===== src/logic/issue_pkg.sv =====
`default_nettype none

package issue_pkg;

	localparam int tag_w = 6;
	localparam int data_w = 32;
	localparam int ticket_w = 3;
	localparam int op_w = 2;
	localparam int num_regs = 1 << tag_w;

	typedef enum logic [op_w-1:0] {
		op_add,
		op_sub,
		op_and,
		op_xor
	} op_e;

	typedef enum logic {
		fu_int,
		fu_mem
	} fu_e;

	// Register form of operand 2, tag in the low bits
	typedef struct packed {
		logic [data_w-tag_w-1:0] pad;
		logic [tag_w-1:0] tag;
	} src_tag_t;

	typedef union packed {
		logic [data_w-1:0] imm;
		src_tag_t src;
	} operand2_u;

	typedef struct packed {
		logic valid;
		fu_e fu;
		op_e op;
		logic [tag_w-1:0] dest;
		logic [tag_w-1:0] src1;
		logic src2_is_imm;
		operand2_u opnd2;
		logic [ticket_w-1:0] ticket;
	} renamed_instr_t;

	typedef struct packed {
		logic valid;
		logic [tag_w-1:0] dest;
		logic [data_w-1:0] data;
	} wb_t;

	typedef struct packed {
		renamed_instr_t instr;
		logic pend1;
		logic pend2;
	} rs_entry_t;

	typedef struct packed {
		logic valid;
		op_e op;
		logic [tag_w-1:0] dest;
		logic [ticket_w-1:0] ticket;
		logic [data_w-1:0] data1;
		logic [data_w-1:0] data2;
	} exec_t;

endpackage

`default_nettype wire


===== src/logic/reg_status.sv =====
`timescale 1ns/1ns
`default_nettype none

module reg_status #(
	parameter int wb_port_count = 2
) (
	input  logic clk,
	input  logic rst_n,
	input  logic [1:0] set_valid,
	input  logic [1:0][issue_pkg::tag_w-1:0] set_tag,
	input  issue_pkg::wb_t [wb_port_count-1:0] wb,
	output logic [issue_pkg::num_regs-1:0] pending
);

	logic [issue_pkg::num_regs-1:0] pending_next;

	always_comb begin
		pending_next = pending;
		// Writebacks clear first so a new destination set on the same edge wins
		for (int p = 0; p < wb_port_count; p++) begin
			if (wb[p].valid) begin
				pending_next[wb[p].dest] = 1'b0;
			end
		end
		for (int i = 0; i < 2; i++) begin
			if (set_valid[i]) begin
				pending_next[set_tag[i]] = 1'b1;
			end
		end
		// Register 0 never waits for a result
		pending_next[0] = 1'b0;
	end

	always_ff @(posedge clk or negedge rst_n) begin
		if (!rst_n) begin
			pending <= '0;
		end else begin
			pending <= pending_next;
		end
	end

endmodule

`default_nettype wire


===== config.mk =====
export PLATFORM = sky130hd
export DESIGN_NAME = reg_status
export DESIGN_NICKNAME = d
export VERILOG_FILES = /design/src/logic/issue_pkg.sv /design/src/logic/reg_status.sv
export SDC_FILE = /design/constraint.sdc
export NUM_CORES = 1
export LEC_CHECK = 0
export ABC_AREA = 1
export BUFFER_PORTS_ARGS = -buffer_cell sky130_fd_sc_hd__buf_2
export CELL_PAD_IN_SITES_DETAIL_PLACEMENT = 1
export CELL_PAD_IN_SITES_GLOBAL_PLACEMENT = 1
export CORE_ASPECT_RATIO = 1.5
export CORE_MARGIN = 2
export CORE_UTILIZATION = 36
export DETAILED_ROUTE_END_ITERATION = 6
export PLACE_DENSITY = 0.89
export SYNTH_ARGS = -nofsm -noshare
export SYNTH_HDL_FRONTEND = slang
export SYNTH_SLANG_ARGS = --single-unit

===== constraint.sdc =====
create_clock -name clk -period 1.2 [get_ports clk]
set_input_delay 0.12 -clock clk [delete_from_list [all_inputs] [get_ports clk]]
set_output_delay 0.12 -clock clk [all_outputs]
set_load 0.1 [all_outputs]

# Yosys cells after proc, flatten, opt, wreduce, memory -nomap -nowiden
# Cells that the tools add are included.
[totals]
register_bits = 63
in_bits = 94
output_inout_bits = 64
word_cells = 31
[classes]
magnitude_cmp = 8
mux = 12
bitwise = 6
reduce_logical = 4
[op_table]
columns = ["cell", "count"]
rows = [
  ["$mux W64", 4],
  ["$and A64 B64 Y64", 2],
  ["$not A64 Y64", 2],
  ["$or A64 B64 Y64", 2],
  ["$lt A6 B7 Y1 const B", 4],
  ["$demux W1 S6", 4],
  ["$ge A6 B1 Y1 const B", 4],
  ["$logic_and A1 B1 Y1", 4],
  ["$mux W1", 4],
]

# Depth between registers and ports, before layout
[depth]
depth_word = 13
ltp_mapped = 9
mapped_depth_nobuf = 8

# Worst setup path after synthesis
# Ideal clock, no wire load.
[synth_path]
path_kind = "register -> register"
startpoint = "register pending[25] (netlist name)"
endpoint = "register pending[25] (netlist name)"
setup_ns = 0.083
t_arrival_ns = 1.136
required_time_ns = 1.117
setup_slack_ns = -0.019
path_stages_with_launch = 3
path_buffers = 0
synth_period_minus_slack_ns = 1.219
cell_sequence = "dfrtp_1 nand2_1 o21ai_0"
[synth_between]
elab_chain_cells = 8
[synth_lines]
columns = ["element", "line", "source"]
rows = [
  ["from (decl)", "reg_status.sv:12", "output logic [issue_pkg::num_regs-1:0] pending"],
  ["from (signal assigned)", "reg_status.sv:38", "pending <= pending_next;"],
  ["$and A64 B64 Y64 (no source line)", "n/a", ""],
  ["$mux W64 *", "reg_status.sv:21", "if (wb[p].valid) begin"],
  ["$and A64 B64 Y64 (no source line)", "n/a", ""],
  ["$mux W64 *", "reg_status.sv:21", ""],
  ["$or A64 B64 Y64 (no source line)", "n/a", ""],
  ["$mux W64 *", "reg_status.sv:26", "if (set_valid[i]) begin"],
  ["$or A64 B64 Y64 (no source line)", "n/a", ""],
  ["$mux W64 *", "reg_status.sv:26", ""],
  ["named net pending_next, one bit", "reg_status.sv:15", "logic [issue_pkg::num_regs-1:0] pending_next;"],
]
# Mark *: on every way through the listed nets, which the timed path passes. The rest lies on a longest branch.

# Worst setup path after layout
[layout_path]
startpoint = "register pending[23] (netlist name)"
endpoint = "output port pending[23] (netlist name)"
# No word-level cell between the ends.

==> results by group <==
Outcome
  • Status: finished, final reports clean

Pwr
  • P_leak: between 0.003 and 0.004 uW
  • Clk pwr share: 20.0%
  • Peak VDD IR: 1.468 mV
  • P_sw: 7393 uW
  • Pwr dens: approximately 2300 mW/mm2
  • Sw frac: between 50% and 60%
  • P_int: around 7200 uW
  • Combinational share of power: 56.2%
  • Part of the power in registers: between 20% and 30%

Clock network
  • Post_cts resized: 0
  • CTS sink count: 63
  • Insertion delay to the later sink of the worst-skew pair: roughly 0.35 ns
  • Post-CTS setup buffer count: 0
  • Num CTS Buffers: 9
  • Reg clk slew, reported paths: approximately 0.06 ns
  • Clock tree buffer depth: 2
  • H-tree Lvls: 3
  • CTS tree: built
  • Root buf cell: clkbuf_16

Cells and area
  • Nets: between 800 and 900
  • Fin area: 0.006272 mm2
  • Layout Utilization: about 57%
  • Layout cell share with drive strength beyond 1: about 20%
  • Biggest register: pending
  • Fill cells: between 1000 and 1500
  • Max reg flops: 63
  • Most frequent cells in the layout: nand2_1 (208), nor2_1 (134), nand3_1 (104), buf_12 (64), dfrtp_1 (60)
  • Diodes inserted: 0
  • Most common cell after layout, fill and taps aside: nand2_1
  • Top Registers: pending: 63 flops
  • Area delta synth->final: 52.98%

Worst setup path
  • Critical Path Slowest Stage Cell: dfrtp_1
  • Cell family with most CP delay: flip-flops
  • Buf/Inv on CP: 1
  • Worst path max stage delay: ~0.44 ns
  • Peak fanout along the critical path: 2
  • Reg-to-reg startpoint: pending[23]
  • Worst Setup Start Kind: register
  • CP arrival: 1.00 ns
  • Critical path data required time: about 1.1 ns
  • Crit path kind: reg -> out
  • CP cell instances: buf_12
  • Reg2reg path depth: 2
  • Reg2reg setup slack: about 0.38 ns
  • Crit path capture type: primary output
  • Worst r2r dst: pending[23]

Detailed routing
  • Drt first pass iters: 5
  • Post-route DRC: 0
  • Via density: approximately 5.9
  • 1st-iter DRT viols: slightly below 600
  • Wirelength per Cell: 22.50 um
  • WL final: between 20000 and 25000 um
  • Highest metal layer with signal wires: met4
  • Final ANT Viol Nets: 0
  • WL met3: around 1300 um
  • Via count: 5572
  • M1 wire length: between 7000 and 8000 um
  • Met2 Routed Length: between 10000 and 15000 um

Global route
  • Largest net degree at the start of global routing: 64
  • First-pass GRT wire length: 32660 um
  • Gr ovfl total: 0
  • Initial antenna violation count: 0
  • GRT Total Usage: 35.06%
  • Vias in the first global route: roughly 6000

Floorplan
  • Core box area: approximately 0.011 mm2
  • Die X: 91.14 um
  • Rows: 47
  • Effective utilization at floorplan: between 30% and 40%
  • Die footprint: ~0.012 mm2
  • IO Pins: ~160
  • Die height: 134.7 um

Synth
  • Count of state elements after synthesis: between 60 and 70
  • Main synth FF type: dfrtp_1
  • Largest family of logic cells by synthesized area: simple AND/OR/NAND/NOR gates
  • Synth Cell Area: between 0.004 and 0.005 mm2
  • Post-synthesis mux area share: 0%
  • Number of library cell types mapped by synthesis: 18
  • Post-synthesis sequential area ratio: 38.45%
  • Async S/R FF share, synth: between 90% and 100%
  • Syn nets: between 700 and 800
  • Share of the synthesized area in the top cell type: 38.45%
  • Synth area leaders: dfrtp_1 (38%), nand2_1 (19%), nand3_1 (13%)
  • Compound-Gate Fraction of Synth Area: 4.516%
  • Yosys warns: 0
  • Synth Area in Adders: 0%
  • Post-synth EDFFs: 0
  • Synth Area in XOR/XNOR: 0%
  • Post-Syn Instances: ~660
  • Post-synthesis simple-gate area fraction: 49.74%
  • Area leader, netlist: dfrtp_1
  • Synth Area per Inst: around 6.3 um2

Min path
  • Worst hold endpoint: pending[54]
  • Min-delay worst type: in -> reg
  • Worst hold stages: 4
  • Hold path start: wb[77]

STA
  • Max-slew violations: 0
  • Final setup viols: 0
  • Layout Skew: 0 ns
  • Final hold violations: 0
  • Fin crit period: 1.118 ns
  • FMAX: between 0.8 and 0.9 GHz
  • Fin crit share: approximately 93%
  • RSZ-0062 raised after global routing: false
  • Final TNS setup: 0 ns

Place
  • DP Area: 0.005941 mm2
  • Port Buffers: 92
  • Hpwl dp: around 16000 um
  • Final RePlAce weighted congestion: approximately 1.1

Flow run
  • Max-cap violation count: 0
worst max-delay path by stage:
stage	end	cells past startpoint	startpoint	slack (ns)
after floorplan	pending[58]	2	pending[58]	0.0009
after global placement	pending[32]	6	set_tag[6]	0.05
after detailed placement	pending[52]	7	wb[38]	-0.07
after CTS	pending[50]	1	pending[50]	0.09
after global routing	pending[53]	7	wb[38]	0.01
final	pending[23]	1	pending[23]	0.08
through the flow:
step	hold slack (ns)	worst slack, ns	total power [uW]	std cells
floorplan	-0.1756	0.0008898	8089	656
global placement	0.1572	0.04560	11380	923
detailed placement	0.1672	-0.07045	11600	923
CTS	0.1771	0.08604	14570	940
global route	0.2064	0.01082	14890	940
finish	0.1754	0.08238	14570	940
per-layer routing:
layer / GRT usage (%) / up-vias
li1: - / 2365
met1: 37.08 / 2674
met2: 61.85 / 402
met3: 6.250 / 131
met4: 26.01 / 0
met5: 0 / -
synthesized netlist by cell type, types with 3 or more instances:
library cell	number
nand2_1	208
dfrtp_1	63
clkinv_1	3
inv_1	59
a21oi_1	33
nor3_2	6
o21ai_0	4
nand3_1	104
nor3_1	5
nand4_1	20
buf_2	8
nor2_1	134
worst reg2reg max path, stage by stage, from the launching register on:
cell and delay [ns]:
dfrtp_1 0.44, nand3_1 0.12, nand3_1 0.12
power groups by stage:
| stage | clock [uW] | combinational [uW] | sequential (uW) |
|---|---|---|---|
| floorplan | 0 | 798 | 7290 |
| global placement | 0 | 7940 | 3440 |
| detailed placement | 0 | 8130 | 3480 |
| CTS | 2920 | 8190 | 3460 |
| global route | 3020 | 8370 | 3500 |
| finish | 2920 | 8190 | 3470 |
cell families (layout without fill, tap and decap cells):
| group | Yosys count | in the layout |
|---|---|---|
| AND/OR/NAND/NOR | 481 | 481 |
| buffers and inverters | 74 | 211 |
| flip-flops | 63 | 63 |
| AO/OA/AOI/OAI | 37 | 37 |
| other | 1 | 1 |
final cells by class:
| cell class | instances | area [um2] | share of cell area (%) |
|---|---|---|---|
| multi-input cells | 519 | 2228 | 35.53 |
| repair buffers | 132 | 1722 | 27.45 |
| flip-flops and latches | 63 | 1580 | 25.19 |
| inverters | 63 | 236.5 | 3.770 |
| clock buffers | 9 | 225.2 | 3.591 |
| well taps | 147 | 183.9 | 2.932 |
| clock inverters | 7 | 96.34 | 1.536 |
repair_timing:
item                                    4_1_cts  5_1_grt
endpoints found under the hold margin        63        0
endpoints found under the setup margin        0        0
hold buffers                                  1        0
(Power assumes the default switching activity.)
