<file path="src/logic/issue_pkg.sv">
`default_nettype none

package issue_pkg;

	localparam int tag_w = 6;
	localparam int data_w = 32;
	localparam int ticket_w = 3;
	localparam int op_w = 2;
	localparam int num_regs = 1 << tag_w;

	typedef enum logic [op_w-1:0] {
		op_add,
		op_sub,
		op_and,
		op_xor
	} op_e;

	typedef enum logic {
		fu_int,
		fu_mem
	} fu_e;

	// Register form of operand 2, tag in the low bits
	typedef struct packed {
		logic [data_w-tag_w-1:0] pad;
		logic [tag_w-1:0] tag;
	} src_tag_t;

	typedef union packed {
		logic [data_w-1:0] imm;
		src_tag_t src;
	} operand2_u;

	typedef struct packed {
		logic valid;
		fu_e fu;
		op_e op;
		logic [tag_w-1:0] dest;
		logic [tag_w-1:0] src1;
		logic src2_is_imm;
		operand2_u opnd2;
		logic [ticket_w-1:0] ticket;
	} renamed_instr_t;

	typedef struct packed {
		logic valid;
		logic [tag_w-1:0] dest;
		logic [data_w-1:0] data;
	} wb_t;

	typedef struct packed {
		renamed_instr_t instr;
		logic pend1;
		logic pend2;
	} rs_entry_t;

	typedef struct packed {
		logic valid;
		op_e op;
		logic [tag_w-1:0] dest;
		logic [ticket_w-1:0] ticket;
		logic [data_w-1:0] data1;
		logic [data_w-1:0] data2;
	} exec_t;

endpackage

`default_nettype wire

</file>
<file path="src/logic/dispatch_router.sv">
`timescale 1ns/1ns
`default_nettype none

module dispatch_router #(
	parameter int wb_port_count = 2
) (
	input  issue_pkg::renamed_instr_t [1:0] instr,
	input  logic valid_1,
	input  logic valid_2,
	input  logic [issue_pkg::num_regs-1:0] pending,
	input  issue_pkg::wb_t [wb_port_count-1:0] wb,
	input  logic [1:0] free_int,
	input  logic [1:0] free_mem,
	output logic issue_1,
	output logic issue_2,
	output logic [1:0] push_int,
	output logic [1:0] push_mem,
	output issue_pkg::rs_entry_t [1:0] entry
);

	logic [1:0] v;
	logic [1:0] free_1;
	logic [1:0] free_2;
	logic room_2;
	logic [1:0][issue_pkg::tag_w-1:0] tag1;
	logic [1:0][issue_pkg::tag_w-1:0] tag2;
	logic [1:0] hit1;
	logic [1:0] hit2;
	logic [1:0] dep1;
	logic [1:0] dep2;

	assign v = {valid_2 & instr[1].valid, valid_1 & instr[0].valid};
	assign free_1 = (instr[0].fu == issue_pkg::fu_int) ? free_int : free_mem;
	assign free_2 = (instr[1].fu == issue_pkg::fu_int) ? free_int : free_mem;

	// Second one needs two slots when sharing a station with an accepted first
	assign room_2 = (issue_1 && instr[0].fu == instr[1].fu) ? (free_2 >= 2'd2) : (free_2 != 2'd0);

	assign issue_1 = v[0] && free_1 != 2'd0;
	assign issue_2 = v[1] && (issue_1 || !v[0]) && room_2;

	assign push_int = {issue_2 && instr[1].fu == issue_pkg::fu_int,
		issue_1 && instr[0].fu == issue_pkg::fu_int};
	assign push_mem = {issue_2 && instr[1].fu == issue_pkg::fu_mem,
		issue_1 && instr[0].fu == issue_pkg::fu_mem};

	// Younger instruction depends on the older one's destination
	assign dep1 = {v[0] && |instr[0].dest && instr[1].src1 == instr[0].dest, 1'b0};
	assign dep2 = {v[0] && |instr[0].dest && instr[1].opnd2.src.tag == instr[0].dest, 1'b0};

	always_comb begin
		for (int i = 0; i < 2; i++) begin
			tag1[i] = instr[i].src1;
			tag2[i] = instr[i].opnd2.src.tag;
			hit1[i] = 1'b0;
			hit2[i] = 1'b0;
			for (int p = 0; p < wb_port_count; p++) begin
				if (wb[p].valid && wb[p].dest == tag1[i]) begin
					hit1[i] = 1'b1;
				end
				if (wb[p].valid && wb[p].dest == tag2[i]) begin
					hit2[i] = 1'b1;
				end
			end
			entry[i].instr = instr[i];
			entry[i].pend1 = |tag1[i] && (pending[tag1[i]] || dep1[i]) && !hit1[i];
			entry[i].pend2 = |tag2[i] && !instr[i].src2_is_imm
				&& (pending[tag2[i]] || dep2[i]) && !hit2[i];
		end
	end

endmodule

`default_nettype wire

</file>
<file path="config.mk">
export PLATFORM = sky130hd
export DESIGN_NAME = dispatch_router
export DESIGN_NICKNAME = d
export VERILOG_FILES = /design/src/logic/issue_pkg.sv /design/src/logic/dispatch_router.sv
export SDC_FILE = /design/constraint.sdc
export NUM_CORES = 1
export LEC_CHECK = 0
export ABC_AREA = 1
export BUFFER_PORTS_ARGS = -buffer_cell sky130_fd_sc_hd__buf_2
export CORE_AREA = 4 4 139 141
export DETAILED_ROUTE_END_ITERATION = 8
export DIE_AREA = 0 0 143 145
export MAX_ROUTING_LAYER = met4
export PLACE_DENSITY = 0.64
export SLEW_MARGIN = 25
export SYNTH_ARGS = -nofsm -noshare
export SYNTH_HDL_FRONTEND = slang
export SYNTH_SLANG_ARGS = --single-unit
</file>
<file path="constraint.sdc">
create_clock -name vclk -period 2.75
set_input_delay 0.275 -clock vclk [all_inputs]
set_output_delay 0.275 -clock vclk [all_outputs]
set_load 0.05 [all_outputs]
</file>
---- Word-level counts from Yosys, hierarchy flattened ----
Cells that the tools add are included.
storage, ports and cells
  flip-flop bits (word level) ............. 0
  bits of input ports ..................... 252
  output and inout port bits .............. 114
  word-level logic and storage cells ...... 85
operators by class
  order comparisons ....................... 5
  equality and inequality tests ........... 11
  mux-type cells .......................... 19
  bitwise gates (word level) .............. 4
  reductions and logical operators ........ 46
operators with widths
  operator                                                              number
  6-bit == test                                                         10
  6-bit OR reduction                                                    5
  1-bit logical AND                                                     29
  6-bit by 7-bit < comparator with 1-bit output, second input constant  4
  1-bit binary-select mux with 6-bit select                             4
  1-bit two-way mux                                                     13
  1-bit zero test                                                       7
  2-bit two-way mux                                                     2
  2-bit nonzero test                                                    2
  1-bit logical OR                                                      3
  1-bit bitwise AND                                                     2
  2-bit greater-or-equal comparator, second input constant              1
  1-bit NOT                                                             2
  1-bit == test                                                         1

---- Depth between registers and ports, before layout ----
  depth after elaboration ................. 7
  mapped depth ............................ 13
  depth with buffers taken out ............ 12

---- Worst setup path before layout ----
No wires, ideal clock.
  kind .................................... input -> output
  start ................................... in instr[50] in the netlist's numbering
  end ..................................... out push_int[1]
  data arrival time ....................... 2.228 ns
  data required time ...................... 2.475 ns
  setup slack ............................. 0.247 ns
  cell stages on the path ................. 8
  path buffers ............................ 0
  cell sequence ........................... o31ai_1 -> or2_2 -> inv_1 -> nand2_1 -> nand2_1 -> nand2_1 -> nand2_1 -> nor3_1
between the ends
  longest elaborated chain between the ends .. 7
  elaborated cells on any way between the ends .. 10
  those cells by class .................... 1 x eq/ne; 2 x mux; 7 x reduce/logical
ends and longest elaborated chain
  item                                                    line                                          RTL
  start, declared                                         dispatch_router.sv:7                          input issue_pkg::renamed_instr_t [1:0] instr,
  2-bit two-way mux *                                     dispatch_router.sv:33                         assign free_1 = (instr[0].fu == issue_pkg::fu_int) ? free_int : free_mem;
  2-bit nonzero test *                                    dispatch_router.sv:39                         assign issue_1 = v[0] && free_1 != 2'd0;
  1-bit logical AND *                                     dispatch_router.sv:39
  net issue_1                                             dispatch_router.sv:14                         output logic issue_1,
  1-bit logical AND or 1-bit logical OR (tied branches)   dispatch_router.sv:37, dispatch_router.sv:40
  1-bit two-way mux or 1-bit logical AND (tied branches)  dispatch_router.sv:37, dispatch_router.sv:40
  1-bit logical AND *                                     dispatch_router.sv:40                         assign issue_2 = v[1] && (issue_1 || !v[0]) && room_2;
  1-bit logical AND *                                     dispatch_router.sv:42                         assign push_int = {issue_2 && instr[1].fu == issue_pkg::fu_int,
  end, declared                                           dispatch_router.sv:16                         output logic [1:0] push_int,
Mark *: on every way through the listed nets, which the timed path passes. The rest lies on a longest branch.

==> results_dict.tcl <==
set metrics [dict create \
    first_pass_iters 5 \
    hold_path_depth 0 \
    cp-end-kind "output port" \
    synth.distinct_cells 30 \
    worstSetupPathType "input port to output port" \
    grt.total_usage 0.197 \
    p_leak_uw 0.00241 \
    synth_compound_area_frac 0.282 \
    powerDensity_nw_per_um2 200 \
    period_share 0.875 \
    place_ws_ns 0.378 \
    seqCellArea_um2 0 \
    fp.dieW_um 143 \
    synth_top_family_by_area "simple AND/OR/NAND/NOR gates" \
    ios 366 \
    critPathTopFamily "buffers and inverters" \
    die_y_um 145 \
    yosysTopAreaCellShare 0.198 \
    syn_area_um2 4390 \
    placed_cells 1112 \
    seq_area_frac_synth 0 \
    postSynthAreaPerCell_um2 5.15 \
    routabilityCongestion 0.948 \
    grt_pass1_wl_um 32300 \
    post_cts_buffers 0 \
    drc 0 \
    critPathBufInv 3 \
    grt_overflow 0 \
    hold_viol_final 0 \
    finalMaxSlewViolations 0 \
    grt_max_degree 46 \
    drtIter0Drc 638 \
    finalCriticalPeriod_ns 2.41 \
    worst_pin_slew_ns 0.498 \
    worst_slack_ns 0.344 \
    whs_ns 0.550 \
    cp.arrival_ns 2.13 \
    grt_pass1_vias 5819 \
    nNetsFinal 1137 \
    setup_tns_ns 0 \
    worstPathCellList "buf_2, inv_2, a21oi_1, o21ai_0, nand3_1, nand3_1, nand3_1, nand2_1, nand2_1, nand2_1, nor2_1, buf_2" \
    synth_xor_area_frac 0.0299 \
    synth_area_leader_cell "buf_4" \
    antenna_found_initial 6 \
    wirelength_um 20900 \
    synth-simple-area-share 0.348 \
    syn_inst 853 \
    detail_route.wl_per_cell_um 18.7 \
    detail-route-antenna-nets 0 \
    setup_viol 0 \
    yosys_warnings 0 \
    dp_hpwl_um 16500 \
    clockBufferCount 0 \
    vdd_drop_max_uv 85.0 \
    worstPathMaxFanout 28 \
    critPathMaxStageDelay_ns 0.33 \
    cp.required_ns 2.48 \
    hold_class "input port to output port" \
    cts_hold_buf 0 \
    crit_cells 12 \
    core_um2 18000 \
    cts_resized 0 \
    io_buffers 166 \
    outcome "finished, final reports clean" \
    start_util 0.245 \
    fill_cells 2128 \
    start_kind "input port" \
    drv_cap 0 \
    multi_input_comb_area_um2 2900 \
    area_growth_pct 4.19 \
    yosys-mux-area-fraction 0 \
    max_slew_margin 0.668 \
    max_freq_mhz 416 \
    placed_area_um2 4560 \
    viasPerCell 5.34 \
    rsz0062_at_grt "false" \
    drive_gt1_frac 0.224 \
    rows 49 \
    yosys.area_share.adder 0 \
    dieArea_um2 20700 \
    num_vias 5974 \
    synth_nets 1105 \
    ys_top_cells_by_area "buf_4, nand2_1, nand3_1" \
    critPathSlowestCell "buf_2" \
    fin_cells 1118 \
    finalInstanceArea_um2 4580 \
    seq_cell_count 0 \
]
report_power, final:
| part | switching (uW) | leakage, uW | total [uW] | internal (uW) |
|---|---|---|---|---|
| Combinational | 638 | 0.00241 | 915 | 277 |
| Clock | 0 | 0.0000000380 | 0.000292 | 0.000292 |
| Sequential | 0 | 0 | 0 | 0 |
| Total | 638 | 0.00241 | 915 | 277 |
area by class of cell:
cell class,count,area share
diodes,6,0.00328
inverters,106,0.0885
multi-input cells,594,0.634
well taps,229,0.0626
repair buffers,183,0.212
layout by cell type (no fill, tap or decap):
cell type / netlist / final
a21oi_1: 83 / 83
inv_4: 3 / 3
a221oi_1: 2 / 2
buf_2: 27 / 166
o21ai_1: 7 / 7
a211oi_1: 2 / 2
o311ai_0: 1 / 1
inv_2: 6 / 6
nor3_1: 6 / 6
nor4_1: 4 / 4
clkinv_1: 1 / 1
nor2_1: 45 / 45
o31ai_1: 1 / 1
a21boi_1: 1 / 1
o2111ai_1: 2 / 2
nand4_1: 9 / 9
buf_4: 116 / 16
a31o_2: 1 / 1
inv_1: 96 / 96
buf_12: 0 / 1
xor2_1: 10 / 10
nand2_1: 168 / 168
or2_2: 3 / 3
nand3_1: 120 / 120
diode_2: 0 / 6
a21oi_2: 2 / 2
o21ai_0: 80 / 80
xnor2_1: 5 / 5
o211ai_1: 20 / 20
o22ai_1: 22 / 22
path summary, 6_finish.rpt:
check / start / end / slack (ns)
worst max-delay path: instr[36] / entry[1] / 0.34
worst min-delay path: instr[98] / entry[102] / 0.55
metal layers:
metal  global-route usage  share of wire  vias up
met1                0.248           0.39     2643
met5                    -              0        -
met4               0.0765          0.044        0
met3               0.0332           0.11       90
met2                0.313           0.46      421
li1                     -              -     2820
per-stage QoR:
step,total power [uW],util
detailed placement,898,0.254
global route,997,0.255
CTS,901,0.254
floorplan,887,-
finish,915,0.255
global placement,891,0.254
cells in the mapped netlist (all sizes together):
master,instances
nand2,168
buf,149
nand3,120
inv,105
o21ai,87
a21oi,85
nor2,45
o22ai,22
o211ai,20
xor2,10
nand4,9
nor3,6
xnor2,5
clkbuf,4
nor4,4
or2,3
a211oi,2
a221oi,2
o2111ai,2
a21boi,1
a31o,1
clkinv,1
o311ai,1
o31ai,1
logic make-up (layout without fill, tap and decap cells):
logic type      count (synthesis)  after routing
compound gates                224            224
other cells                     0              6
buf+inv                       259            289
simple gates                  355            355
xor+xnor                       15             15
(Power assumes the default switching activity.)
