--- config.mk ---
export PLATFORM = sky130hd
export DESIGN_NAME = reservation_station
export DESIGN_NICKNAME = d
export VERILOG_FILES = /design/src/logic/issue_pkg.sv /design/src/logic/reservation_station.sv
export SDC_FILE = /design/constraint.sdc
export NUM_CORES = 1
export LEC_CHECK = 0
export BUFFER_PORTS_ARGS = -buffer_cell sky130_fd_sc_hd__clkbuf_2
export CAP_MARGIN = 20
export CORE_MARGIN = 1.5
export CORE_UTILIZATION = 40
export CTS_BUF_LIST = sky130_fd_sc_hd__clkbuf_8
export CTS_CLUSTER_DIAMETER = 30
export DETAILED_ROUTE_END_ITERATION = 8
export SETUP_SLACK_MARGIN = 0.02
export SKIP_CTS_REPAIR_TIMING = 1
export SYNTH_ARGS = -nofsm -noshare
export SYNTH_HDL_FRONTEND = slang
export SYNTH_SLANG_ARGS = --single-unit
--- constraint.sdc ---
create_clock -name clk -period 4.8 [get_ports clk]
set_input_delay 0.72 -clock clk [delete_from_list [all_inputs] [get_ports clk]]
set_output_delay 0.72 -clock clk [all_outputs]
set_load 0.03 [all_outputs]
--- src/logic/issue_pkg.sv ---
`default_nettype none

package issue_pkg;

	localparam int tag_w = 6;
	localparam int data_w = 32;
	localparam int ticket_w = 3;
	localparam int op_w = 2;
	localparam int num_regs = 1 << tag_w;

	typedef enum logic [op_w-1:0] {
		op_add,
		op_sub,
		op_and,
		op_xor
	} op_e;

	typedef enum logic {
		fu_int,
		fu_mem
	} fu_e;

	// Register form of operand 2, tag in the low bits
	typedef struct packed {
		logic [data_w-tag_w-1:0] pad;
		logic [tag_w-1:0] tag;
	} src_tag_t;

	typedef union packed {
		logic [data_w-1:0] imm;
		src_tag_t src;
	} operand2_u;

	typedef struct packed {
		logic valid;
		fu_e fu;
		op_e op;
		logic [tag_w-1:0] dest;
		logic [tag_w-1:0] src1;
		logic src2_is_imm;
		operand2_u opnd2;
		logic [ticket_w-1:0] ticket;
	} renamed_instr_t;

	typedef struct packed {
		logic valid;
		logic [tag_w-1:0] dest;
		logic [data_w-1:0] data;
	} wb_t;

	typedef struct packed {
		renamed_instr_t instr;
		logic pend1;
		logic pend2;
	} rs_entry_t;

	typedef struct packed {
		logic valid;
		op_e op;
		logic [tag_w-1:0] dest;
		logic [ticket_w-1:0] ticket;
		logic [data_w-1:0] data1;
		logic [data_w-1:0] data2;
	} exec_t;

endpackage

`default_nettype wire

--- src/logic/reservation_station.sv ---
`timescale 1ns/1ns
`default_nettype none

module reservation_station #(
	parameter int rs_depth = 4,
	parameter int wb_port_count = 2
) (
	input  logic clk,
	input  logic rst_n,
	input  logic [1:0] push,
	input  issue_pkg::rs_entry_t [1:0] entry,
	output logic [1:0] free,
	input  issue_pkg::wb_t [wb_port_count-1:0] wb,
	input  logic busy,
	input  logic [issue_pkg::data_w-1:0] rd_data1,
	input  logic [issue_pkg::data_w-1:0] rd_data2,
	output logic [issue_pkg::tag_w-1:0] rd_tag1,
	output logic [issue_pkg::tag_w-1:0] rd_tag2,
	output issue_pkg::exec_t exec
);

	localparam int idx_w = (rs_depth > 1) ? $clog2(rs_depth) : 1;

	issue_pkg::rs_entry_t slots [rs_depth];
	issue_pkg::rs_entry_t head;
	issue_pkg::rs_entry_t entry_a;
	logic [rs_depth-1:0] used;
	logic [rs_depth-1:0] rdy;
	logic [idx_w-1:0] slot_a;
	logic [idx_w-1:0] slot_b;
	logic [idx_w-1:0] sel;
	logic found_a;
	logic found_b;
	logic any_rdy;
	logic wr_a;
	logic wr_b;

	// Two lowest free slots
	always_comb begin
		slot_a = '0;
		slot_b = '0;
		found_a = 1'b0;
		found_b = 1'b0;
		for (int i = 0; i < rs_depth; i++) begin
			if (!used[i]) begin
				if (!found_a) begin
					slot_a = idx_w'(i);
					found_a = 1'b1;
				end else if (!found_b) begin
					slot_b = idx_w'(i);
					found_b = 1'b1;
				end
			end
		end
	end

	assign free = found_b ? 2'd2 : {1'b0, found_a};

	// A lone push on port 1 still lands in the lowest free slot
	assign wr_a = push[0] | push[1];
	assign wr_b = push[0] & push[1];
	assign entry_a = push[0] ? entry[0] : entry[1];

	always_comb begin
		for (int i = 0; i < rs_depth; i++) begin
			rdy[i] = used[i] && !slots[i].pend1 && !slots[i].pend2;
		end
	end

	always_comb begin
		sel = '0;
		any_rdy = 1'b0;
		for (int i = rs_depth - 1; i >= 0; i--) begin
			if (rdy[i]) begin
				sel = idx_w'(i);
				any_rdy = 1'b1;
			end
		end
	end

	assign head = slots[sel];
	assign rd_tag1 = head.instr.src1;
	assign rd_tag2 = head.instr.opnd2.src.tag;

	always_comb begin
		exec.valid = any_rdy & ~busy;
		exec.op = head.instr.op;
		exec.dest = head.instr.dest;
		exec.ticket = head.instr.ticket;
		exec.data1 = rd_data1;
		exec.data2 = head.instr.src2_is_imm ? head.instr.opnd2.imm : rd_data2;
	end

	always_ff @(posedge clk or negedge rst_n) begin
		if (!rst_n) begin
			used <= '0;
		end else begin
			if (exec.valid) begin
				used[sel] <= 1'b0;
			end
			if (wr_a) begin
				used[slot_a] <= 1'b1;
			end
			if (wr_b) begin
				used[slot_b] <= 1'b1;
			end
		end
	end

	always_ff @(posedge clk) begin
		// Tag wakeup
		for (int i = 0; i < rs_depth; i++) begin
			for (int p = 0; p < wb_port_count; p++) begin
				if (wb[p].valid && wb[p].dest == slots[i].instr.src1) begin
					slots[i].pend1 <= 1'b0;
				end
				if (wb[p].valid && wb[p].dest == slots[i].instr.opnd2.src.tag) begin
					slots[i].pend2 <= 1'b0;
				end
			end
		end
		if (wr_a) begin
			slots[slot_a] <= entry_a;
		end
		if (wr_b) begin
			slots[slot_b] <= entry[1];
		end
	end

endmodule

`default_nettype wire

Word-level counts from Yosys, hierarchy flattened
Memories as Yosys holds them, arrays and structs flattened.
Index checks and enable logic that the tools add are counted.
{ "op_classes": {"bitwise": 16, "reduce_logical": 35, "mux": 87, "magnitude_cmp": 6, "n_eq_ne": 16} }
{ "op_table": {"columns": ["op", "n"], "rows": [
  ["6-bit equality test", 16],
  ["1-bit two-way mux", 64],
  ["54-bit two-way mux", 1],
  ["32-bit two-way mux", 1],
  ["2-bit two-way mux", 15],
  ["1-bit logical AND", 27],
  ["4-bit two-way mux", 3],
  ["2-bit by 3-bit < comparator with 1-bit output, second input constant", 3],
  ["1-bit OR", 9],
  ["1-bit logical NOT", 8],
  ["4-bit OR", 2],
  ["1-bit demux with 2-bit select", 3],
  ["2-bit by 1-bit greater-or-equal comparator with 1-bit output, second input constant", 3],
  ["4-bit AND", 1],
  ["4-bit inverter", 1],
  ["1-bit AND", 2],
  ["1-bit inverter", 1]
]} }
{ "totals": {"wordCells": 162, "memories": 1, "ff_bits": 4, "inputBits": 255, "mem_bits_rw": 216} }
{ "mem_list": {"columns": ["memory", "depth", "width", "rd", "rd_ports_with_merged_regs", "wr", "line", "rtl"], "rows": [
  ["slots", 4, 54, 5, 0, 6, "reservation_station.sv:24", "issue_pkg::rs_entry_t slots [rs_depth];"]
]} }

Logic depth before layout (Yosys ltp)
Gate-level depths: netlist of the first run.
An unclocked memory read counts as a cell.
{ "depth": {"depth_word": 19, "depth_mapped": 8, "mapped_depth_nobuf": 6} }

Worst setup path after synthesis of the first run
No wires, ideal clock.
{ "synth_path": {"path_kind": "register -> register", "startpoint": "reg used[0]", "endpoint": "mem slots[0][0] (netlist name) (enable)", "path_stages_with_launch": 7, "setup_ns": 0.300, "arrival_time_ns": 4.056, "t_required_ns": 4.500, "setup_slack_ns": 0.443, "period_less_slack_ns": 4.357, "n_path_buf": 1, "cell_sequence": "dfrtp_1 > ha_1 > buf_6 > xor2_1 > a211o_1 > o21bai_1 > or3_1"} }
{ "synth_rtl": {"columns": ["item", "line", "rtl"], "rows": [
  ["start: declaration", "reservation_station.sv:27", "logic [rs_depth-1:0] used;"],
  ["start signal: assignment", "reservation_station.sv:96", "used <= '0;"],
  ["start signal: indexed assignment", "reservation_station.sv:99", "used[sel] <= 1'b0;"],
  ["start signal: indexed assignment", "reservation_station.sv:102", "used[slot_a] <= 1'b1;"],
  ["end: declaration", "reservation_station.sv:24", null]
]} }

==> impl_metrics.yaml, run 1 <==
die:
  pin_count: 345
  row_count: 65
  dieWidth_um: 183.5
  core_area_um2: 31800
  start_util_pct: 40.98
  die-area_um2: 33670
  die_y_um: 183.5
routing:
  wire_per_inst_um: 25.76
  finalWirelength_um: 42190
  drt-initial-drc-count: 1160
  dr.pass1.iters: 5
  ant_nets: 0
  vias_per_cell: 6.435
  vias: 10540
  drc: 0
cts:
  insertion_delay_ns: 0.57
  cts.clk_slew.worst_paths_ns: 0.06
  cts_buffers: 48
  cts_htree_levels: 2
  clockBufferDepth: 3
  cts-root-buf: "clkbuf_8"
  cts_tree: "done"
  clkSinkCount: 212
sta:
  tns_ns: 0
  finalSetupViolations: 0
  skew_ns: 0.03125
  drv_slew: 0
  max_slew_margin_pct: 26.68
  hold_viol: 0
  clock.fmax_mhz: 241.8
  fin_crit_ns: 4.136
  finalCritPeriodShare_pct: 86.16
  rsz0062_at_grt: "no"
  worst_pin_slew_ns: 1.097
  fin_ws_ns: 0.6645
grt:
  grt_pass1_wl_um: 63220
  grt_pass1_vias: 10420
  grt_use_total_pct: 24.71
  grt-ovfl-total: 0
  antenna_found_initial: 7
  grt_max_degree: 89
place:
  place_ws_ns: 1.282
  port_buffers: 212
  gp_congestion: 0.8369
  dpl-instance-area_um2: 14090
  hpwlAfterDp_um: 25800
worst_hold_path:
  hold_class: "primary input to flip-flop"
  hold_path_startpoint: "busy"
synthesis:
  synth.net_count: 1286
  yosys_warnings: 0
  synth-seq-cells: 212
  seq_area_frac_synth_pct: 48.70
  syn_inst: 1028
  avgSynthCellArea_um2: 12.68
  syn_area_um2: 13030
  synth_area_leaders: "edfxtp_1 48%, a32o_1 16%, xor2_1 3.3%"
  ys.flop_type: "edfxtp_1"
  synth_top_area_share_pct: 47.94
  async_reset_ff_share_pct: 1.887
  synth_edf_count: 208
  yosysTopAreaCell: "edfxtp_1"
  ys_types: 62
critical_path:
  end_kind: "primary output"
  critical_path_required_ns: 4.08
  startpoint: "used[3]"
  cp_max_fo: 18
  arrival_ns: 3.42
  reg2reg_from: "used[0]"
  crit_type: "flip-flop to primary output"
  cp-start-kind: "flip-flop"
pwr:
  combPwrFrac_pct: 52.2
  irDropWorstVdd_mv: 0.3774
  cell_internal_pwr_w: 0.006569
  p_leak_nw: 5.418
  powerDensity_nw_per_um2: 775.6
  pwr-share-seq_pct: 28.7
  pwr-share-clk_pct: 19.1
  switchingPower_w: 0.005197
  swShare_pct: 44.17
finish:
  seq_area_um2: 6346
  stdcell_area_um2: 15170
  fillers: 2924
  multi_input_area_um2: 5797
  final_layout_size_suffix_gt1_share_pct: 31.11
  syn_to_final_growth_pct: 16.42
  nets: 1422
  utilization_pct: 47.70
flow_run:
  maxCapViolCount: 0
outcome:
  status: "finished clean"
## cells in the final DEF (no fill, tap or decap), types with 4 or more instances in the layout
master     count
o21ai_0       63
nor4bb_1      22
a221oi_1      14
o32a_1         5
xor2_1        49
o21bai_4       4
bufinv_16      8
edfxtp_1     208
o2bb2ai_4      4
inv_1         12
nor2_1         7
and4bb_2       4
nand2_1       17
or3_1          8
a311oi_1      26
a22o_1         4
dfrtp_1        4
o21a_1         5
clkbuf_8      50
buf_4         29
clkbuf_2     211
xnor2_1       48
nand2b_1       8
nor4_1        16
a32o_1       208
clkinv_1       8
o2bb2ai_1     26
mux2_4        24
a21oi_1       14
clkinv_2       9
a21o_1         6
nand3_1        6
o21a_2         4
buf_12         5
diode_2        4
nand4_1       16
## cell families after synthesis
kind of cell             synth area share (%)
AO/OA/AOI/OAI                           27.22
flip-flops                              48.70
multiplexers                            2.938
adder cells (fa/ha/maj)                0.2881
XOR/XNOR                                6.520
buffers and inverters                   7.874
AND/OR/NAND/NOR                         6.453
## power groups by stage
stage | Combinational (W) | Sequential (W) | Clock, W
6_report | 0.00614 | 0.00338 | 0.00224
5_1_grt | 0.00656 | 0.00344 | 0.00236
4_1_cts | 0.00617 | 0.00337 | 0.00227
3_5_place_dp | 0.00614 | 0.00340 | 0
3_3_place_gp | 0.00612 | 0.00338 | 0
2_1_floorplan | 0.00451 | 0.00333 | 0
## worst max-delay path, stage by stage, from the launching register on
cell,delay (ns)
dfrtp_1,0.65
or3b_1,0.48
nor2_2,0.77
a221oi_1,0.17
o21ai_0,0.47
clkbuf_2,0.29
## final cells by class
type | count | share of cell area [%]
tap | 435 | 3.588
clock buffer | 50 | 4.536
sequential | 212 | 41.83
multi-input combinational | 650 | 38.21
timing repair buffer | 247 | 9.197
clock inverter | 35 | 2.441
antenna | 4 | 0.06599
inverter | 5 | 0.1237
## metal layers
layer	global-route usage (%)	vias to the layer above	part of all wire (%)	wire length, µm
li1	-	4604	-	-
met1	32.80	5286	41	17370
met2	40.08	561	48	20190
met3	4.893	87	8.4	3549
met4	9.016	2	2.5	1073
met5	0	-	0.031	13
## registers in the layout, indices dropped and copies added, names as in the netlist
name,count
slots,208
used,4
## stage by stage
step           total power (W)  cells  hold WS [ns]
2_1_floorplan         0.007833   1028        0.4244
3_3_place_gp          0.009497   1548        0.5324
3_5_place_dp          0.009545   1548        0.5345
4_1_cts                0.01181   1633      -0.07308
5_1_grt                0.01235   1637        0.4825
6_report               0.01177   1638        0.4683
## final timing paths
| path | to | slack [ns] | cells past startpoint |
|---|---|---|---|
| max in group asynchronous | used[1] | 4.11 | 2 |
| hold reg to reg | used[0] | 0.66 | 2 |
| setup reg to reg | slots[3][41] | 1.39 | 5 |
| setup / recovery | exec[65] | 0.66 | 5 |
| min in group asynchronous | used[3] | 0.54 | 2 |
| hold / removal | used[0] | 0.47 | 3 |
## synth_stat cells, drive strengths merged (2+ instances only)
| master | instances |
|---|---|
| a21o | 6 |
| a21oi | 15 |
| a221o | 3 |
| a221oi | 14 |
| a22o | 4 |
| a311oi | 26 |
| a32o | 208 |
| and4bb | 4 |
| buf | 99 |
| clkbuf | 62 |
| dfrtp | 4 |
| edfxtp | 208 |
| ha | 3 |
| inv | 5 |
| mux2 | 26 |
| nand2 | 17 |
| nand2b | 8 |
| nand3 | 6 |
| nand4 | 16 |
| nor2 | 8 |
| nor3 | 3 |
| nor3b | 5 |
| nor4 | 16 |
| nor4bb | 22 |
| o21a | 9 |
| o21ai | 63 |
| o21bai | 5 |
| o2bb2ai | 30 |
| o311ai | 2 |
| o31ai | 2 |
| o32a | 5 |
| or3 | 8 |
| or3b | 5 |
| xnor2 | 48 |
| xor2 | 49 |
(Power assumes the default switching activity.)
==> run 2, diff against run 1 <==
CTS_BUF_LIST = default   (was sky130_fd_sc_hd__clkbuf_8)
==> impl_metrics.yaml, run 2 (synthesis results as in run 1) <==
pwr:
  swShare_pct: 42.15
  cell_internal_pwr_w: 0.007354
  p_leak_nw: 5.615
  combPwrFrac_pct: 48.4
  irDropWorstVdd_mv: 0.3681
  pwr-share-clk_pct: 25.0
  powerDensity_nw_per_um2: 810.8
  pwr-share-seq_pct: 26.6
  switchingPower_w: 0.005357
cts:
  cts-root-buf: "clkbuf_16"
  insertion_delay_ns: 0.54
  cts.clk_slew.worst_paths_ns: 0.05
  cts_buffers: 47
  clkSinkCount: 212
  cts_htree_levels: 2
  cts_tree: "done"
  clockBufferDepth: 3
critical_path:
  worst-path-buf-inv: 1
  crit_path_top_delay_cell: "nor2_2"
  critical_path_required_ns: 4.08
  cp.depth: 5
  r2r_cells: 5
  cp_max_fo: 18
  cp-start-kind: "flip-flop"
  arrival_ns: 3.41
  end_kind: "primary output"
  crit_chain: "or3b_1 > nor2_2 > a221oi_1 > o21ai_0 > clkbuf_2"
  cp_top_family: "simple AND/OR/NAND/NOR gates"
  crit_type: "flip-flop to primary output"
  slowest_delay_ns: 0.78
finish:
  final_layout_size_suffix_gt1_share_pct: 31.05
  top_regs: "slots: 208 flops, used: 4 flops"
  largest_register_ff_count: 208
  final_cell_mix: "211 x clkbuf_2, 208 x a32o_1, 208 x edfxtp_1, 63 x o21ai_0"
  multi_input_area_um2: 5797
  syn_to_final_growth_pct: 20.32
  fillers: 2857
  nets: 1421
  seq_area_um2: 6346
  regMostFlops: "slots"
  layout_commonest_cell: "clkbuf_2"
routing:
  dr_wl_met3_um: 3498
  finalWirelength_um: 42460
  ant_nets: 0
  dr.pass1.iters: 7
  vias_per_cell: 6.436
  m1WireLength_um: 17770
  vias: 10540
  wl_met2_um: 20160
  drc: 2
  drt-initial-drc-count: 1134
  wire_per_inst_um: 25.94
  top_layer: "met5"
place:
  port_buffers: 212
  place_ws_ns: 1.282
  hpwlAfterDp_um: 25800
  gp_congestion: 0.8369
die:
  die_y_um: 183.5
  die-area_um2: 33670
  core_area_um2: 31800
  dieWidth_um: 183.5
  pin_count: 345
  start_util_pct: 40.98
  row_count: 65
grt:
  grt_max_degree: 89
  antenna_found_initial: 7
  grt-ovfl-total: 0
  grt_pass1_wl_um: 63510
  grt_use_total_pct: 24.77
  grt_pass1_vias: 10440
sta:
  tns_ns: 0
  fin_ws_ns: 0.6665
  fin_crit_ns: 4.133
  clock.fmax_mhz: 241.9
  max_slew_margin_pct: 26.54
  finalCritPeriodShare_pct: 86.11
  hold_viol: 0
  finalSetupViolations: 0
  worst_pin_slew_ns: 1.099
  skew_ns: 0.02404
  drv_slew: 0
  rsz0062_at_grt: "no"
outcome:
  violations: "DRC"
  status: "complete, but fails checks"
worst_hold_path:
  min_path_cells: 3
  hold_class: "primary input to flip-flop"
flow_run:
  maxCapViolCount: 0
==> run 2: cell types whose count changed in the layout (fill, tap and decap cells not counted), sizes merged <==
cell / change
bufinv: -2
clkbuf: +10
clkinv: -3
clkinvlp: +1
inv: -7
==> run 2: worst paths after layout <==
kind | startpoint | endpoint | slack, ns
max in group asynchronous | rst_n | used[2] | 4.09
min in group asynchronous | rst_n | used[3] | 0.57
worst min register to register | used[1] | used[1] | 0.67
worst max-delay path | used[3] | exec[65] | 0.67
worst min-delay path | busy | used[0] | 0.49
worst max register to register | used[0] | slots[3][24] | 1.36
==> run 2: worst min-delay path, stage by stage <==
cell and delay (ns):
clkbuf_2 0.13, o21ai_0 0.09, nand2b_1 0.07
==> run 2: metrics by stage <==
stage / hold slack, ns / util, % / instances / power (W) / cell area, µm²
2_1_floorplan: 0.4244 / - / 1028 / 0.007833 / 13030
3_3_place_gp: 0.5324 / 44.31 / 1548 / 0.009497 / 14090
3_5_place_dp: 0.5345 / 44.31 / 1548 / 0.009545 / 14090
4_1_cts: -0.03980 / 49.24 / 1632 / 0.01274 / 15660
5_1_grt: 0.5154 / 49.29 / 1636 / 0.01328 / 15680
6_report: 0.4942 / 49.30 / 1637 / 0.01271 / 15680
==> run 2: power groups by stage <==
stage	registers (W)	clock network [W]	logic (W)
floorplan	0.00333	0	0.00451
global placement	0.00338	0	0.00612
detailed placement	0.00340	0	0.00614
CTS	0.00338	0.00319	0.00617
global route	0.00344	0.00328	0.00656
finish	0.00338	0.00317	0.00615
==> run 2: final cells by class <==
class	count	share of cell area [%]
well taps	435	3.472
flip-flops and latches	212	40.48
clock inverters	24	1.844
diodes	4	0.06385
repair buffers	247	8.899
multi-input cells	650	36.98
clock buffers	60	8.148
inverters	5	0.1197
==> run 2: routing by layer <==
| metal | vias up | GRT usage, % |
|---|---|---|
| met5 | - | 0 |
| met4 | 2 | 9.475 |
| met3 | 81 | 4.853 |
| met2 | 537 | 40.12 |
| met1 | 5315 | 32.78 |
| li1 | 4600 | - |
==> run 3, diff against run 2 <==
PLACE_DENSITY = 0.66   (was default)
clock period = 3.3 ns   (was 4.8 ns; I/O delays follow)
==> impl_metrics.yaml, run 3 (synthesis results as in run 1) <==
grt:
  grt_pass1_wl_um: 64150
  grt-ovfl-total: 0
  grt_use_total_pct: 25.10
  antenna_found_initial: 5
  grt_pass1_vias: 10690
  grt_max_degree: 209
cts:
  clkSinkCount: 212
  cts_htree_levels: 2
  clockBufferDepth: 3
  cts.clk_slew.worst_paths_ns: 0.05
  cts-root-buf: "clkbuf_16"
  cts_buffers: 52
  insertion_delay_ns: 0.55
  cts_tree: "done"
pwr:
  p_leak_nw: 5.845
  pwr-share-seq_pct: 25.7
  pwr-share-clk_pct: 24.9
  combPwrFrac_pct: 49.4
  finalPower_w: 0.01925
  powerDensity_nw_per_um2: 1187
  cell_internal_pwr_w: 0.01110
  swShare_pct: 42.36
  irDropWorstVdd_mv: 0.6381
  switchingPower_w: 0.008155
worst_hold_path:
  hold_class: "primary input to flip-flop"
  hold_path_startpoint: "busy"
  whs_endpoint: "used[2]"
  min_path_cells: 3
critical_path:
  critical_path_required_ns: 2.80
  worst-path-buf-inv: 3
  r2r_setup_slack_ns: 0.27
  crit_chain: "buf_4 > or4b_1 > o311ai_4 > a22oi_4 > buf_12 > mux2_4 > buf_2"
  arrival_ns: 2.79
  cp_max_fo: 15
  end_kind: "primary output"
  crit_path_top_delay_cell: "or4b_1"
  cp-start-kind: "flip-flop"
  slowest_delay_ns: 0.58
  rr_endpoint: "slots[1][15]"
  r2r_cells: 7
  crit_type: "flip-flop to primary output"
  reg2reg_from: "used[0]"
  cp_top_family: "buffers and inverters"
die:
  pin_count: 345
  start_util_pct: 40.98
  die_y_um: 183.5
  core_area_um2: 31800
  dieWidth_um: 183.5
  row_count: 65
  die-area_um2: 33670
place:
  hpwlAfterDp_um: 27400
  port_buffers: 212
  gp_congestion: 0.8502
  dpl.cell_count: 1562
routing:
  finalWirelength_um: 43850
  vias_per_cell: 6.486
  wire_per_inst_um: 26.25
  dr.pass1.iters: 5
  drt-initial-drc-count: 1198
  ant_nets: 0
  drc: 0
  vias: 10830
sta:
  drv_slew: 0
  finalSetupViolations: 0
  rsz0062_at_grt: "yes"
  worst_pin_slew_ns: 0.9464
  skew_ns: 0.01464
  clock.fmax_mhz: 304.0
  fin_crit_ns: 3.290
  max_slew_margin_pct: 36.90
  hold_viol: 0
  finalCritPeriodShare_pct: 99.69
outcome:
  status: "finished clean"
finish:
  top_regs: "slots: 208 flops, used: 4 flops"
  multi_input_area_um2: 5979
  fillers: 2742
  seq_area_um2: 6349
  final_cell_mix: "208 x a32o_1, 208 x edfxtp_1, 206 x clkbuf_2, 62 x o21ai_0, 53 x clkbuf_16"
  nets: 1449
  largest_register_ff_count: 208
  stdcell_count: 1670
  final_layout_size_suffix_gt1_share_pct: 35.12
  syn_to_final_growth_pct: 24.51
  utilization_pct: 51.02
  regMostFlops: "slots"
flow_run:
  maxCapViolCount: 0
[run 3: power groups by stage]
stage	logic [W]	registers [W]	clock network, W
4_1_cts	0.00907	0.00494	0.00483
2_1_floorplan	0.00656	0.00482	0
5_1_grt	0.0100	0.00501	0.00496
3_3_place_gp	0.00891	0.00493	0
3_5_place_dp	0.00902	0.00498	0
6_report	0.00951	0.00495	0.00479
[run 3: per-layer routing]
metal | global-route usage (%) | share of wire [%]
met1 | 31.95 | 39
met2 | 42.26 | 48
met3 | 4.655 | 9.3
met4 | 9.836 | 3.7
met5 | 0 | 0.052
[run 3: stage by stage]
stage          instance area [µm²]  setup WS, ns  hold slack [ns]  setup TNS, ns
5_1_grt                      16220      -0.04161           0.2843        -0.2552
3_3_place_gp                 14220        0.3758           0.3077              0
4_1_cts                      15900       -0.2350          -0.2584         -5.717
3_5_place_dp                 14220        0.3331           0.3111              0
6_report                     16220       0.01027           0.2849              0
2_1_floorplan                13040        -1.057           0.1994         -95.77
[run 3: final cells by class]
class	instances	share of cell area [%]
diodes	2	0.03085
clock buffers	61	8.360
clock inverters	35	1.990
inverters	5	0.1157
multi-input cells	650	36.86
flip-flops and latches	212	39.13
well taps	435	3.355
repair buffers	270	10.16
[run 3: worst max-delay path by stage]
stage / slack, ns / from / endpoint / cells past startpoint
floorplan: -1.06 / used[0] / slots[0][0] / 6
global placement: 0.38 / used[2] / exec[28] / 7
detailed placement: 0.33 / used[0] / slots[1][25] / 7
CTS: -0.23 / used[2] / exec[28] / 7
global route: -0.04 / slots[2][1] / exec[28] / 7
finish: 0.01 / slots[2][1] / exec[28] / 7
[run 3: worst min-delay path: cells and delay by family]
| family | cells | cell delay [ns] |
|---|---|---|
| AO/OA/AOI/OAI | 1 | 0.09 |
| buffers and inverters | 1 | 0.14 |
| AND/OR/NAND/NOR | 1 | 0.06 |
